--- src/verilog/csr_pkg.sv ---
`default_nettype none

package csr_pkg;

    // Machine information registers
    localparam logic [11:0] addr_mvendorid  = 12'hf11;
    localparam logic [11:0] addr_marchid    = 12'hf12;
    localparam logic [11:0] addr_mimpid     = 12'hf13;
    localparam logic [11:0] addr_mhartid    = 12'hf14;

    // Machine trap setup
    localparam logic [11:0] addr_mstatus    = 12'h300;
    localparam logic [11:0] addr_misa       = 12'h301;
    localparam logic [11:0] addr_mie        = 12'h304;
    localparam logic [11:0] addr_mtvec      = 12'h305;
    localparam logic [11:0] addr_mcounteren = 12'h306;

    // Machine trap handling
    localparam logic [11:0] addr_mscratch   = 12'h340;
    localparam logic [11:0] addr_mepc       = 12'h341;
    localparam logic [11:0] addr_mcause     = 12'h342;
    localparam logic [11:0] addr_mtval      = 12'h343;
    localparam logic [11:0] addr_mip        = 12'h344;

    typedef enum logic [1:0] {
        priv_u = 2'd0,
        priv_s = 2'd1,
        priv_m = 2'd3
    } priv_t;

    // Trap kind as reported by the pipeline
    typedef enum logic [1:0] {
        exc_none         = 2'd0,
        exc_i_misaligned = 2'd1,
        exc_ecall        = 2'd3
    } exc_cause_t;

    localparam logic [31:0] mcause_i_misaligned = 32'd0;
    localparam logic [31:0] mcause_ecall_u      = 32'd8;
    localparam logic [31:0] mcause_ecall_s      = 32'd9;
    localparam logic [31:0] mcause_ecall_m      = 32'd11;

    // Matches the low bits of funct3
    typedef enum logic [1:0] {
        csr_rw = 2'd1,
        csr_rs = 2'd2,
        csr_rc = 2'd3
    } csr_op_t;

    typedef struct packed {
        logic        valid;
        csr_op_t     op;
        logic [11:0] addr;
        logic [31:0] operand;
    } csr_req_t;

    typedef struct packed {
        logic        en;
        logic [11:0] addr;
        logic [31:0] data;
    } csr_wr_t;

    typedef struct packed {
        logic        valid;
        exc_cause_t  cause;
        logic [31:0] pc;
        logic [31:0] tval;
    } trap_req_t;

    typedef struct packed {
        logic [18:0] rsvd_31_13;
        logic [1:0]  mpp;
        logic [2:0]  rsvd_10_8;
        logic        mpie;
        logic [2:0]  rsvd_6_4;
        logic        mie;
        logic [2:0]  rsvd_2_0;
    } mstatus_fields_t;

    typedef union packed {
        logic [31:0]     raw;
        mstatus_fields_t f;
    } mstatus_u;

    localparam logic [31:0] mstatus_wmask = 32'h0000_1888;
    localparam logic [31:0] mie_wmask     = 32'h0000_0888;
    localparam logic [31:0] mip_wmask     = 32'h0000_0888;

    // MXL = 1, extensions I and M
    localparam logic [31:0] misa_value    = 32'h4000_1100;

endpackage

`default_nettype wire

--- src/verilog/csr_op_unit.sv ---
`default_nettype none

module csr_op_unit (
    input  wire logic               clk,
    input  wire logic               rst_n,
    input  wire csr_pkg::csr_req_t  csr_req,
    input  wire logic [31:0]        rd_value,
    output logic [11:0]             rd_addr,
    output csr_pkg::csr_wr_t        csr_wr,
    output logic                    rd_valid,
    output logic [31:0]             rd_data
);

    logic [31:0] new_value;
    logic        do_write;
    logic        rd_valid_q;
    logic [31:0] rd_data_q;

    assign rd_addr = csr_req.addr;

    always_comb begin
        case (csr_req.op)
            csr_pkg::csr_rw: new_value = csr_req.operand;
            csr_pkg::csr_rs: new_value = rd_value | csr_req.operand;
            csr_pkg::csr_rc: new_value = rd_value & ~csr_req.operand;
            default:         new_value = rd_value;
        endcase
    end

    // Set and clear with a zero operand are pure reads
    assign do_write = csr_req.valid &&
                      (csr_req.op == csr_pkg::csr_rw || csr_req.operand != '0);

    assign csr_wr.en   = do_write;
    assign csr_wr.addr = csr_req.addr;
    assign csr_wr.data = new_value;

    always_ff @(posedge clk) begin
        if (!rst_n) begin
            rd_valid_q <= 1'b0;
        end else begin
            rd_valid_q <= csr_req.valid;
        end
    end

    // Old value, captured before the write lands
    always_ff @(posedge clk) begin
        if (csr_req.valid) begin
            rd_data_q <= rd_value;
        end
    end

    assign rd_valid = rd_valid_q;
    assign rd_data  = rd_data_q;

    legal_op: assert property (
        @(posedge clk) disable iff (!rst_n)
        csr_req.valid |-> csr_req.op inside {csr_pkg::csr_rw, csr_pkg::csr_rs, csr_pkg::csr_rc}
    ) else $error("illegal CSR op %0d", csr_req.op);

endmodule

`default_nettype wire

--- src/verilog/csr_unit.sv ---
`default_nettype none

module csr_unit #(
    parameter logic [31:0] HART_ID     = 32'h0000_0000,
    parameter logic [31:0] TRAP_VECTOR = 32'h0000_0100,
    parameter logic [31:0] MEPC_RESET  = 32'h0001_0000
) (
    input  wire logic                clk,
    input  wire logic                rst_n,
    input  wire csr_pkg::csr_req_t   csr_req,
    input  wire csr_pkg::trap_req_t  trap_req,
    input  wire logic                mret,
    output logic                     rd_valid,
    output logic [31:0]              rd_data,
    output logic [31:0]              trap_vector,
    output logic [31:0]              mepc_out,
    output csr_pkg::priv_t           priv_mode,
    output logic                     is_ecall
);

    logic [11:0]      rd_addr;
    logic [31:0]      rd_value;
    csr_pkg::csr_wr_t csr_wr;

    csr_op_unit u_csr_op_unit (
        .clk      (clk),
        .rst_n    (rst_n),
        .csr_req  (csr_req),
        .rd_value (rd_value),
        .rd_addr  (rd_addr),
        .csr_wr   (csr_wr),
        .rd_valid (rd_valid),
        .rd_data  (rd_data)
    );

    csrs #(
        .HART_ID     (HART_ID),
        .TRAP_VECTOR (TRAP_VECTOR),
        .MEPC_RESET  (MEPC_RESET)
    ) u_csrs (
        .clk         (clk),
        .rst_n       (rst_n),
        .rd_addr     (rd_addr),
        .csr_wr      (csr_wr),
        .trap_req    (trap_req),
        .mret        (mret),
        .rd_value    (rd_value),
        .trap_vector (trap_vector),
        .mepc_out    (mepc_out),
        .priv_mode   (priv_mode),
        .is_ecall    (is_ecall)
    );

endmodule

`default_nettype wire

--- src/verilog/csrs.sv ---
`default_nettype none

module csrs #(
    parameter logic [31:0] HART_ID     = 32'h0000_0000,
    parameter logic [31:0] TRAP_VECTOR = 32'h0000_0100,
    parameter logic [31:0] MEPC_RESET  = 32'h0001_0000
) (
    input  wire logic                clk,
    input  wire logic                rst_n,
    input  wire logic [11:0]         rd_addr,
    input  wire csr_pkg::csr_wr_t    csr_wr,
    input  wire csr_pkg::trap_req_t  trap_req,
    input  wire logic                mret,
    output logic [31:0]              rd_value,
    output logic [31:0]              trap_vector,
    output logic [31:0]              mepc_out,
    output csr_pkg::priv_t           priv_mode,
    output logic                     is_ecall
);

    logic        wr_mstatus;
    logic        wr_mie;
    logic        wr_mip;
    logic        wr_mscratch;
    logic        wr_mepc;
    logic        wr_mcause;
    logic        wr_mtval;

    logic [31:0] mstatus;
    logic [31:0] mie;
    logic [31:0] mip;
    logic [31:0] mscratch;
    logic [31:0] mepc;
    logic [31:0] mcause;
    logic [31:0] mtval;

    // Write enables per register, read-only addresses have none
    assign wr_mstatus  = csr_wr.en && (csr_wr.addr == csr_pkg::addr_mstatus);
    assign wr_mie      = csr_wr.en && (csr_wr.addr == csr_pkg::addr_mie);
    assign wr_mip      = csr_wr.en && (csr_wr.addr == csr_pkg::addr_mip);
    assign wr_mscratch = csr_wr.en && (csr_wr.addr == csr_pkg::addr_mscratch);
    assign wr_mepc     = csr_wr.en && (csr_wr.addr == csr_pkg::addr_mepc);
    assign wr_mcause   = csr_wr.en && (csr_wr.addr == csr_pkg::addr_mcause);
    assign wr_mtval    = csr_wr.en && (csr_wr.addr == csr_pkg::addr_mtval);

    mstatus_reg u_mstatus_reg (
        .clk       (clk),
        .rst_n     (rst_n),
        .wr_en     (wr_mstatus),
        .wr_data   (csr_wr.data),
        .trap      (trap_req.valid),
        .mret      (mret),
        .mstatus   (mstatus),
        .priv_mode (priv_mode)
    );

    int_enable_regs u_int_enable_regs (
        .clk     (clk),
        .rst_n   (rst_n),
        .wr_mie  (wr_mie),
        .wr_mip  (wr_mip),
        .wr_data (csr_wr.data),
        .mie     (mie),
        .mip     (mip)
    );

    trap_regs #(
        .MEPC_RESET (MEPC_RESET)
    ) u_trap_regs (
        .clk         (clk),
        .rst_n       (rst_n),
        .wr_mscratch (wr_mscratch),
        .wr_mepc     (wr_mepc),
        .wr_mcause   (wr_mcause),
        .wr_mtval    (wr_mtval),
        .wr_data     (csr_wr.data),
        .trap_req    (trap_req),
        .priv_mode   (priv_mode),
        .mscratch    (mscratch),
        .mepc        (mepc),
        .mcause      (mcause),
        .mtval       (mtval)
    );

    // Read mux, unknown addresses read as zero
    always_comb begin
        case (rd_addr)
            csr_pkg::addr_mvendorid,
            csr_pkg::addr_marchid,
            csr_pkg::addr_mimpid,
            csr_pkg::addr_mcounteren: rd_value = '0;
            csr_pkg::addr_mhartid:    rd_value = HART_ID;
            csr_pkg::addr_misa:       rd_value = csr_pkg::misa_value;
            csr_pkg::addr_mtvec:      rd_value = TRAP_VECTOR;
            csr_pkg::addr_mstatus:    rd_value = mstatus;
            csr_pkg::addr_mie:        rd_value = mie;
            csr_pkg::addr_mip:        rd_value = mip;
            csr_pkg::addr_mscratch:   rd_value = mscratch;
            csr_pkg::addr_mepc:       rd_value = mepc;
            csr_pkg::addr_mcause:     rd_value = mcause;
            csr_pkg::addr_mtval:      rd_value = mtval;
            default:                  rd_value = '0;
        endcase
    end

    // Direct mode only, so mtvec is the handler address
    assign trap_vector = TRAP_VECTOR;
    assign mepc_out    = mepc;
    // Not safe for nested traps, mcause keeps only the latest one
    assign is_ecall    = (mcause == csr_pkg::mcause_ecall_m);

    trap_mret_exclusive: assert property (
        @(posedge clk) disable iff (!rst_n)
        !(trap_req.valid && mret)
    ) else $error("trap and mret in the same cycle");

endmodule

`default_nettype wire

--- src/verilog/int_enable_regs.sv ---
`default_nettype none

module int_enable_regs (
    input  wire logic        clk,
    input  wire logic        rst_n,
    input  wire logic        wr_mie,
    input  wire logic        wr_mip,
    input  wire logic [31:0] wr_data,
    output logic [31:0]      mie,
    output logic [31:0]      mip
);

    logic [31:0] mie_q;
    logic [31:0] mip_q;

    // Software, timer and external bits only
    always_ff @(posedge clk) begin
        if (!rst_n) begin
            mie_q <= '0;
            mip_q <= '0;
        end else begin
            if (wr_mie) begin
                mie_q <= wr_data & csr_pkg::mie_wmask;
            end
            // Pending bits are plain storage, nothing delivers interrupts
            if (wr_mip) begin
                mip_q <= wr_data & csr_pkg::mip_wmask;
            end
        end
    end

    assign mie = mie_q;
    assign mip = mip_q;

endmodule

`default_nettype wire

--- src/verilog/mstatus_reg.sv ---
`default_nettype none

module mstatus_reg (
    input  wire logic           clk,
    input  wire logic           rst_n,
    input  wire logic           wr_en,
    input  wire logic [31:0]    wr_data,
    input  wire logic           trap,
    input  wire logic           mret,
    output logic [31:0]         mstatus,
    output csr_pkg::priv_t      priv_mode
);

    csr_pkg::mstatus_u status_q;
    csr_pkg::mstatus_u wr_word;
    csr_pkg::priv_t    mode_q;

    // Software write, only the writable fields survive
    always_comb begin
        wr_word.raw = wr_data & csr_pkg::mstatus_wmask;
        // Encoding 2 is reserved for mpp, fall back to U-mode
        if (wr_word.f.mpp == 2'b10) begin
            wr_word.f.mpp = csr_pkg::priv_u;
        end
    end

    always_ff @(posedge clk) begin
        if (!rst_n) begin
            status_q.raw <= '0;
            mode_q       <= csr_pkg::priv_m;
        end else if (trap) begin
            // Stack enable and mode, then enter M-mode
            status_q.f.mpie <= status_q.f.mie;
            status_q.f.mie  <= 1'b0;
            status_q.f.mpp  <= mode_q;
            mode_q          <= csr_pkg::priv_m;
        end else if (mret) begin
            mode_q          <= csr_pkg::priv_t'(status_q.f.mpp);
            status_q.f.mie  <= status_q.f.mpie;
            status_q.f.mpie <= 1'b1;
            status_q.f.mpp  <= csr_pkg::priv_u;
        end else if (wr_en) begin
            status_q <= wr_word;
        end
    end

    assign mstatus   = status_q.raw;
    assign priv_mode = mode_q;

    // Covers writes, trap stacking and the reset value together
    mpp_not_reserved: assert property (
        @(posedge clk) disable iff (!rst_n)
        status_q.f.mpp != 2'b10
    ) else $error("mstatus.mpp holds reserved value 2");

endmodule

`default_nettype wire

--- src/verilog/trap_regs.sv ---
`default_nettype none

module trap_regs #(
    parameter logic [31:0] MEPC_RESET = 32'h0001_0000
) (
    input  wire logic                clk,
    input  wire logic                rst_n,
    input  wire logic                wr_mscratch,
    input  wire logic                wr_mepc,
    input  wire logic                wr_mcause,
    input  wire logic                wr_mtval,
    input  wire logic [31:0]         wr_data,
    input  wire csr_pkg::trap_req_t  trap_req,
    input  wire csr_pkg::priv_t      priv_mode,
    output logic [31:0]              mscratch,
    output logic [31:0]              mepc,
    output logic [31:0]              mcause,
    output logic [31:0]              mtval
);

    logic [31:0] mscratch_q;
    logic [31:0] mepc_q;
    logic [31:0] mcause_q;
    logic [31:0] mtval_q;
    logic [31:0] trap_cause;

    // Ecall code depends on the mode the trap came from
    always_comb begin
        case (trap_req.cause)
            csr_pkg::exc_ecall: begin
                case (priv_mode)
                    csr_pkg::priv_u: trap_cause = csr_pkg::mcause_ecall_u;
                    csr_pkg::priv_s: trap_cause = csr_pkg::mcause_ecall_s;
                    default:         trap_cause = csr_pkg::mcause_ecall_m;
                endcase
            end
            csr_pkg::exc_i_misaligned: trap_cause = csr_pkg::mcause_i_misaligned;
            default:                   trap_cause = '0;
        endcase
    end

    always_ff @(posedge clk) begin
        if (!rst_n) begin
            mscratch_q <= '0;
            mepc_q     <= MEPC_RESET;
            mcause_q   <= '0;
            mtval_q    <= '0;
        end else begin
            if (wr_mscratch) begin
                mscratch_q <= wr_data;
            end
            // Trap capture beats a CSR write in the same cycle
            if (trap_req.valid) begin
                mepc_q   <= {trap_req.pc[31:2], 2'b00};
                mcause_q <= trap_cause;
                mtval_q  <= trap_req.tval;
            end else begin
                if (wr_mepc) begin
                    mepc_q <= {wr_data[31:2], 2'b00};
                end
                if (wr_mcause) begin
                    mcause_q <= wr_data;
                end
                if (wr_mtval) begin
                    mtval_q <= wr_data;
                end
            end
        end
    end

    assign mscratch = mscratch_q;
    assign mepc     = mepc_q;
    assign mcause   = mcause_q;
    assign mtval    = mtval_q;

    trap_has_cause: assert property (
        @(posedge clk) disable iff (!rst_n)
        trap_req.valid |-> trap_req.cause != csr_pkg::exc_none
    ) else $error("trap strobe without a cause");

endmodule

`default_nettype wire
--- config.mk ---
export PLATFORM = sky130hd
export DESIGN_NAME = csr_unit
export DESIGN_NICKNAME = d
export VERILOG_FILES = /design/src/verilog/csr_pkg.sv /design/src/verilog/csr_op_unit.sv /design/src/verilog/csr_unit.sv /design/src/verilog/csrs.sv /design/src/verilog/int_enable_regs.sv /design/src/verilog/mstatus_reg.sv /design/src/verilog/trap_regs.sv
export SDC_FILE = /design/constraint.sdc
export NUM_CORES = 1
export LEC_CHECK = 0
export ABC_CLOCK_PERIOD_IN_PS = 1900
export BUFFER_PORTS_ARGS = -buffer_cell sky130_fd_sc_hd__buf_2
export CAP_MARGIN = 40
export CORE_UTILIZATION = 30
export DETAILED_ROUTE_END_ITERATION = 8
export PLACE_DENSITY = 0.52
export SYNTH_ARGS = -nofsm -noshare
export SYNTH_HDL_FRONTEND = slang
export SYNTH_SLANG_ARGS = --single-unit
--- constraint.sdc ---
create_clock -name clk -period 1.9 [get_ports clk]
set_input_delay 0.095 -clock clk [delete_from_list [all_inputs] [get_ports clk]]
set_output_delay 0.095 -clock clk [all_outputs]
set_load 0.02 [all_outputs]
==> run metrics, run 1 <==
Design Area, Final 12,300 um^2; Rel. slew slack 45.2%; Yosys reg bits 171; CP arrival around 1.8 ns; asr flop ratio synth 0%; grt total ovfl 0; sequential fraction of the synthesis area 41.7%; Syn Area/Cell between 9 and 10 um^2; Worst Path Required 1.80 ns; top cell type's share of synthesized area about 31%; max-cap check violation count 0; Post-Layout Cell Count 1,710; routability congestion estimate 0.868; met3 usage between 2 and 3%; status complete, but fails checks; nets 1,431; clk_skew about 0.0076 ns; area leader, netlist dfxtp_1; total number of vias 8,580; Mapped Cells ~990; largest net degree at the start of global routing 43; clock slew at reported path FFs roughly 0.06 ns; Setup Buffers After CTS 0; Period minus WS final approximately 1.9 ns; RSZ-0062 raised after global routing true; met1 GRT Util a little under a third; Tightest Pin Transition roughly 0.8 ns; number of synthesized flops with an enable pin 32; Initial Util 30.8%; synth unique cells 62; Die Ht 175 um; Critical Path Sink Type output pin; die width 175 um; Synth area leaders dfxtp_1 (31%), edfxtp_1 (11%), mux4_2 (6.8%), o21ai_0 (6.2%), nand2_1 (5.1%); CTS Buf Count 17; total die area 30,600 um^2; fin crit share 102%; Final Core Density 42.5%; Hold WC Path Type primary input to flop; leading cell type in the layout, fill and taps excluded buf_2; CP Launch Type flop; Peak supply drop 0.000643 V; Setup WS post-layout -0.0320 ns; initial antenna violation count 0; Placement Cell Area roughly 11,000 um^2; dpl hpwl roughly 24,000 um; Residual DRC 0; antenna viol nets, final 0; port bufs 180; all-layer global routing usage 21.2%; clk root buf clkbuf_16; core area 29,100 um^2; failing checks setup timing; wirelength, routed 32,500 um; DR pass1 iterations 5; area delta synth->final 37.7%; wire per inst around 19 um; first-pass GRT wire length between 40,000 and 50,000 um; P per Cell Area 705 nW/um^2; Place WS -0.271 ns; worst skew pair latency roughly 0.44 ns; IO Count ~220; H-tree Lvls 4; f_max between 500 and 600 MHz; clk buf depth 2; CTS sink cnt 171; synthesized area ~9000 um^2; # setup viols final 1; # diodes 0; LEAKAGE 5.02 nW; Worst Path Max Fanout 3; DR vias/cell approximately 5.0; vias in the first global route 8,063; layout cell share with drive strength beyond 1 32.2%; cell count after placement 1,623; CTS tree built; drt initial violations 769; commonest cells after routing, fill and taps aside buf_2 (178), buf_4 (141), dfxtp_1 (137); GR peak layer met2; Synth Flop Type dfxtp_1; critical setup path kind flop to output pin; row cnt 62; final setup TNS -0.0320 ns; Final Hold Vio Count 0; pins over their slew limit 0; met2 Resource Use GR between 30% and 40%; yosys warns 0
## cell type report
class	count	area (um^2)
clock buffers	21	483
clock inverters	10	90.1
fillers	2935	16700
inverters	10	37.5
multi-input cells	724	4710
flip-flops and latches	171	3750
well taps	384	480
repair buffers	390	2800
## through the flow
stage | hold slack [ns] | power, mW
after floorplan | 0.207 | 4.66
after global placement | 0.327 | 5.23
after detailed placement | 0.330 | 5.24
after CTS | 0.00280 | 8.74
after global routing | 0.0181 | 9.00
final | 0.00782 | 8.70
## power by group
group	switching, mW	internal, mW
sequential	0.0789	3.81
combinational	0.750	0.619
clock	1.50	1.94
## cell usage after synthesis (all sizes together), types with 7 or more instances
library cell and number:
and2 39, nor2b 34, and3 10, a22oi 19
nand3 44, edfxtp 32, inv 10, clkbuf 47
dfxtp 139, a2bb2oi 7, nor4 15, xnor2 29
mux4 27, a21oi 70, a31oi 20, nor2 43
buf 67, mux2i 36, nand2 122, o21ai 120
## final timing paths
path / cells after the start / end / slack [ns] / start
max: 5 / is_ecall / -0.03 / u_csrs.u_trap_regs.mcause[27]
min: 3 / u_csrs.u_trap_regs.mtval[29] / 0.008 / trap_req[29]
max reg2reg: 7 / u_csrs.u_trap_regs.mepc[3] / 0.05 / u_csrs.u_mstatus_reg.mstatus[3]
min reg2reg: 2 / u_csrs.u_int_enable_regs.mip[3] / 0.46 / u_csrs.u_int_enable_regs.mip[3]
## layer usage
layer / part of all wire (%) / vias up
met1: 47 / 4122
met2: 45 / 302
met3: 5.3 / 35
met5: 0 / -
met4: 2.1 / 0
li1: - / 4121
## cell families (layout without fill, tap and decap cells)
group / after synthesis / after routing / synth area share, %
simple gates: 334 / 334 / 19.1
compound gates: 260 / 260 / 17.2
flops: 171 / 171 / 41.7
buf+inv: 124 / 431 / 7.75
mux: 67 / 67 / 11.3
xor+xnor: 29 / 29 / 2.83
other cells: 2 / 34 / 0.0837
## critical path, stage by stage (launching register included)
cell and delay [ns]:
dfxtp_2 0.34, nor4_4 0.30, buf_4 0.16, nand4_1 0.19
nor2_2 0.26, buf_6 0.15
## what timing repair did
action	CTS	global route
hold buffers	56	0
hold endpoints to repair	57	0
pin swaps	1	3
cloned	0	0
endpoints found under the setup margin	3	4
gates resized for setup	8	4
Power figures use the tool's default switching activity.
==> run 2: changes to the inputs <==
--- a/config.mk
+++ b/config.mk
@@ -10,6 +10,7 @@
 export CAP_MARGIN = 40
 export CORE_UTILIZATION = 30
 export DETAILED_ROUTE_END_ITERATION = 8
+export HOLD_SLACK_MARGIN = 0.12
 export PLACE_DENSITY = 0.52
 export SYNTH_ARGS = -nofsm -noshare
 export SYNTH_HDL_FRONTEND = slang
==> run metrics, run 2 (synthesis results as in run 1) <==
wirelength, routed 32,500 um (+0.24%); all-layer global routing usage 21.3% (+0.047 points); total die area 30,600 um^2 (unchanged); Slowest Stage Delay on Critical Path 0.34 ns (about the same); Post-Layout Cell Count 1,723 (+0.76%); H-tree Lvls 4 (unchanged); cell count after placement 1,623 (unchanged); pins over their slew limit 0 (unchanged); R2R Setup Slk 0.04 ns (about the same); LEAKAGE 5.07 nW (+1.0%); CTS sink cnt 171 (unchanged); Setup WS post-layout -0.0304 ns (+0.00165 ns); wire per inst 18.9 um (-0.51%); die width 175 um (unchanged); register area 3750 um^2 (unchanged); Combinational Power Share 15.9% (+0.2 points); hold_sp csr_req[19]; CP startpoint u_csrs.u_trap_regs.mcause[27]; worst skew pair latency 0.44 ns (about the same); Design Area, Final 12,500 um^2 (+1.1%); Peak supply drop 0.000637 V (-0.92%); Placement Cell Area 11,200 um^2 (unchanged); CTS Buf Count 17 (unchanged); CTS tree built; Fillers 2,923 (-0.41%); fin crit share 102% (about the same); # diodes 0 (unchanged); first-pass GRT wire length 49,300 um (+0.27%); Residual DRC 0 (unchanged); WHS 0.169 ns (+0.161 ns); Critical Path Sink Type output pin; Initial Util 30.8% (unchanged); RSZ-0062 raised after global routing true; Clock Power Share 39.5% (about the same); worst setup path end is_ecall; P per Cell Area 699 nW/um^2 (-0.84%); Worst Path Max Fanout 3 (unchanged); antenna viol nets, final 0 (unchanged); worst reg2reg path depth 7 (unchanged); # setup viols final 1 (unchanged); Max stage delay cell, worst path dfxtp_2; nets 1,444 (+0.91%); CP arrival 1.84 ns (about the same); Final Hold Vio Count 0 (unchanged); clock slew at reported path FFs 0.06 ns (about the same); RR Startpoint u_csrs.u_mstatus_reg.mstatus[3]; clk_skew 0.00830 ns (+0.000741 ns); grt total ovfl 0 (unchanged); commonest cells after routing, fill and taps aside buf_2 (178), buf_4 (141), dfxtp_1 (137); internal power 6.39 mW (+0.27%); Period minus WS final 1.93 ns (-0.00165 ns); leading cell type in the layout, fill and taps excluded buf_2; Net Sw Frac 26.7% (-0.049 points); critical-path cell list nor4_4 -> buf_4 -> nand4_1 -> nor2_2 -> buf_6; f_max 518 MHz (about the same); max-cap check violation count 0 (unchanged); Tightest Pin Transition 0.834 ns (+0.0110 ns); critical setup path kind flop to output pin; area delta synth->final 39.1%; clk root buf clkbuf_16; multi-input logic area 4710 um^2 (unchanged); sequential share of power 44.6% (about the same); FF-to-FF End u_csrs.u_trap_regs.mepc[3]; drt initial violations 621 (-19%); vias in the first global route 8,102 (+0.48%); status complete, but fails checks; core area 29,100 um^2 (unchanged); total number of vias 8,609 (+0.34%); Hold WC Path Type primary input to flop; DR vias/cell 5.00 (-0.42%); Worst Path Required 1.80 ns (about the same); Die Ht 175 um (unchanged); port bufs 180 (unchanged); IO Count 217 (unchanged); dpl hpwl 24,200 um (unchanged); failing checks setup timing; layout cell share with drive strength beyond 1 31.9% (-0.31 points); row cnt 62 (unchanged); DR pass1 iterations 5 (unchanged); routability congestion estimate 0.868 (unchanged); clk buf depth 2 (unchanged); Final Power 8.72 mW (+0.21%); CP Launch Type flop; largest net degree at the start of global routing 43 (unchanged); NetSw 2.33 mW (about the same); Rel. slew slack 44.0% (-1.2 points); initial antenna violation count 0 (unchanged)
==> run 2: cell type report <==
type / count / share of cell area [%]
well taps: 384 / 3.85
multi-input cells: 724 / 37.7
repair buffers: 403 / 23.5
clock buffers: 21 / 3.87
clock inverters: 10 / 0.722
inverters: 10 / 0.301
flip-flops and latches: 171 / 30.0
==> run 2: how the worst min path moves through the flow <==
stage / to / slack, ns / depth (start not counted)
after detailed placement: u_csrs.u_trap_regs.mepc[7] / 0.33 / 2
final: u_csrs.u_trap_regs.mcause[19] / 0.17 / 5
after CTS: u_csrs.u_trap_regs.mcause[19] / 0.17 / 5
after floorplan: u_csr_op_unit.rd_data[0] / 0.21 / 0
after global routing: u_csrs.u_trap_regs.mtval[19] / 0.19 / 5
after global placement: u_csrs.u_trap_regs.mepc[3] / 0.33 / 2
==> run 2: metal layers <==
layer | vias up | wire length [um] | track usage (%) | part of all wire, %
met5 | - | 0 | 0 | 0
met4 | 0 | 691 | 6.96 | 2.1
met3 | 36 | 1620 | 2.83 | 5.0
met2 | 295 | 14700 | 32.9 | 45
met1 | 4137 | 15500 | 30.4 | 48
li1 | 4141 | - | - | -
==> run 2: what timing repair did <==
item / in CTS / in global routing
setup buffers: 0 / 0
pin swaps: 1 / 3
endpoints found under the setup margin: 3 / 4
hold buffers: 69 / 0
endpoints found under the hold margin: 71 / 0
resized for setup: 8 / 4
==> run 2: power by group through the flow <==
stage / Sequential (mW) / Clock, mW / Combinational [mW]
2_1_floorplan: 4.02 / 0 / 0.634
3_3_place_gp: 3.96 / 0 / 1.27
3_5_place_dp: 3.96 / 0 / 1.27
4_1_cts: 3.88 / 3.49 / 1.39
5_1_grt: 3.90 / 3.63 / 1.49
6_report: 3.88 / 3.44 / 1.39
==> run 2: worst max-delay path, delay by kind of cell, from the launching register on <==
family / cells / cell delay [ns]
DFF: 1 / 0.34
buffers and inverters: 2 / 0.32
and+or+nand+nor: 3 / 0.75
==> run 2: metrics by stage <==
stage / setup WS (ns) / setup TNS, ns / utilization [%]
after floorplan: 0.190 / 0 / -
after global placement: -0.282 / -18.69 / 38.4
after detailed placement: -0.271 / -19.78 / 38.4
after CTS: -0.0298 / -0.0298 / 42.9
after global routing: -0.0931 / -0.0931 / 42.9
final: -0.0304 / -0.0304 / 42.9
==> run 3: changes to the inputs <==
--- a/config.mk
+++ b/config.mk
@@ -10,8 +10,9 @@
 export CAP_MARGIN = 40
 export CORE_UTILIZATION = 30
 export DETAILED_ROUTE_END_ITERATION = 8
+export GPL_TIMING_DRIVEN = 0
 export HOLD_SLACK_MARGIN = 0.12
-export PLACE_DENSITY = 0.52
+export PLACE_DENSITY = 0.61
 export SYNTH_ARGS = -nofsm -noshare
 export SYNTH_HDL_FRONTEND = slang
 export SYNTH_SLANG_ARGS = --single-unit
==> run metrics, run 3 (synthesis results as in run 1) <==
Critical Path Sink Type flop; RSZ-0062 raised after global routing false; P per Cell Area 731 nW/um^2 (+4.6%); die width 175 um (unchanged); Final Core Density 40.9% (-2.0 points); status complete, but fails checks; routability congestion estimate 0.930 (+7.2%); Worst Path Required 2.27 ns (+0.47 ns); # diodes 0 (unchanged); max-cap check violation count 0 (unchanged); CP arrival 2.31 ns (+0.47 ns); antenna viol nets, final 0 (unchanged); DR pass1 iterations 7 (+2); Setup WS post-layout -0.0407 ns (-0.0103 ns); Rel. slew slack 38.4% (-5.6 points); area delta synth->final 32.7%; Final Hold Vio Count 0 (unchanged); Die Ht 175 um (unchanged); IO Count 217 (unchanged); DR vias/cell 5.33 (+6.6%); leading cell type in the layout, fill and taps excluded buf_2; clk_skew 0.00834 ns (+0.0000339 ns); port bufs 176 (-2.2%); Residual DRC 0 (unchanged); grt total ovfl 0 (unchanged); # setup viols final 4 (+3); clock slew at reported path FFs 0.06 ns (about the same); total die area 30,600 um^2 (unchanged); wirelength, routed 35,700 um (+9.8%); wire per inst 21.2 um (+12%); critical setup path kind flop to flop; nets 1,406 (-2.6%); Tightest Pin Transition 0.923 ns (+0.0897 ns); pins over their slew limit 0 (unchanged); f_max 515 MHz (-0.53%); fin crit share 102% (+0.54 points); total number of vias 8,971 (+4.2%); CTS tree built; core area 29,100 um^2 (unchanged); dpl hpwl 26,700 um (+10%); LEAKAGE 4.70 nW (-7.2%); failing checks setup timing; Initial Util 30.8% (unchanged); largest net degree at the start of global routing 26 (-40%); CP Launch Type flop; Peak supply drop 0.000674 V (+5.9%); all-layer global routing usage 23.0% (+1.8 points); Worst Path Max Fanout 4 (+1); clk buf depth 2 (unchanged); drt initial violations 905 (+46%); H-tree Lvls 4 (unchanged); initial antenna violation count 1 (+1); layout cell share with drive strength beyond 1 26.8% (-5.0 points); CTS Buf Count 17 (unchanged); Final Power 8.70 mW (-0.26%); worst skew pair latency 0.44 ns (about the same); row cnt 62 (unchanged); vias in the first global route 8,546 (+5.5%); Hold WC Path Type primary input to flop; clk root buf clkbuf_16; first-pass GRT wire length 52,800 um (+7.2%); CTS sink cnt 171 (unchanged); commonest cells after routing, fill and taps aside buf_2 (192), dfxtp_1 (138), nand2_1 (121); Period minus WS final 1.94 ns (+0.0103 ns)
-- run 3: cell types whose count changed in the layout (fill, tap and decap cells not counted), moves of 2 or more --
cell,delta
clkbuf_2,+4
a21oi_2,+7
buf_2,+14
clkbuf_1,+45
buf_6,+6
dlygate4sd3_1,+3
clkinvlp_4,-2
nor2_4,+2
buf_12,-14
a21oi_1,-7
buf_4,-97
-- run 3: power breakdown --
group	switching [mW]	internal [mW]
Combinational	0.792	0.556
Sequential	0.0826	3.81
Clock	1.49	1.97
-- run 3: area by class of cell --
| type | count | area, um^2 |
|---|---|---|
| fill | 2948 | 17200 |
| multi-input combinational | 724 | 4760 |
| sequential | 171 | 3740 |
| timing repair buffer | 251 | 1650 |
| buffer | 114 | 666 |
| clock buffer | 24 | 503 |
| tap | 384 | 480 |
| clock inverter | 6 | 63.8 |
| inverter | 10 | 37.5 |
-- run 3: worst max-delay path: stages (launching register included) --
cell and delay, ns:
dfxtp_1 0.43, o21ai_0 0.13, a211o_1 0.28, a21oi_1 0.36
o21ai_0 0.42, a21oi_1 0.24
-- run 3: path summary, 6_finish.rpt --
check	start	to	slack, ns	cells after the start
max	u_csrs.u_trap_regs.mepc[30]	u_csrs.u_trap_regs.mscratch[30]	-0.04	5
min	rst_n	u_csrs.u_trap_regs.mtval[8]	0.12	4
max reg2reg	u_csrs.u_trap_regs.mepc[30]	u_csrs.u_trap_regs.mscratch[30]	-0.04	5
min reg2reg	u_csrs.u_trap_regs.mcause[31]	u_csrs.u_trap_regs.mcause[31]	0.47	2
-- run 3: stage by stage --
step                      setup slack, ns  TNS [ns]  std cells  hold WS [ns]  instance area, um^2
after global placement             -0.637    -53.93       1579         0.320                10500
final                             -0.0407   -0.0884       1684         0.119                11900
after global routing              0.00127         0       1684         0.181                11900
after detailed placement           -0.662    -53.37       1580         0.329                10500
after CTS                         0.00506         0       1682         0.130                11800
after floorplan                     0.190         0       1019         0.207                 9090
-- run 3: routing by layer --
metal	wire length (um)	vias to the layer above	share of wire [%]	track usage, %
met3	3490	88	9.8	4.09
met5	10	-	0.028	0
met2	16100	531	45	35.8
li1	-	4068	-	-
met1	14800	4282	41	31.1
met4	1330	2	3.7	10.5
-- run 3: timing repair --
item                                    in CTS  in global routing
setup buffers                                0                  2
pin swaps                                    0                  6
hold buffers                                72                  0
hold endpoints to repair                    74                  0
endpoints found under the setup margin      35                 60
resized for setup                           10                 24
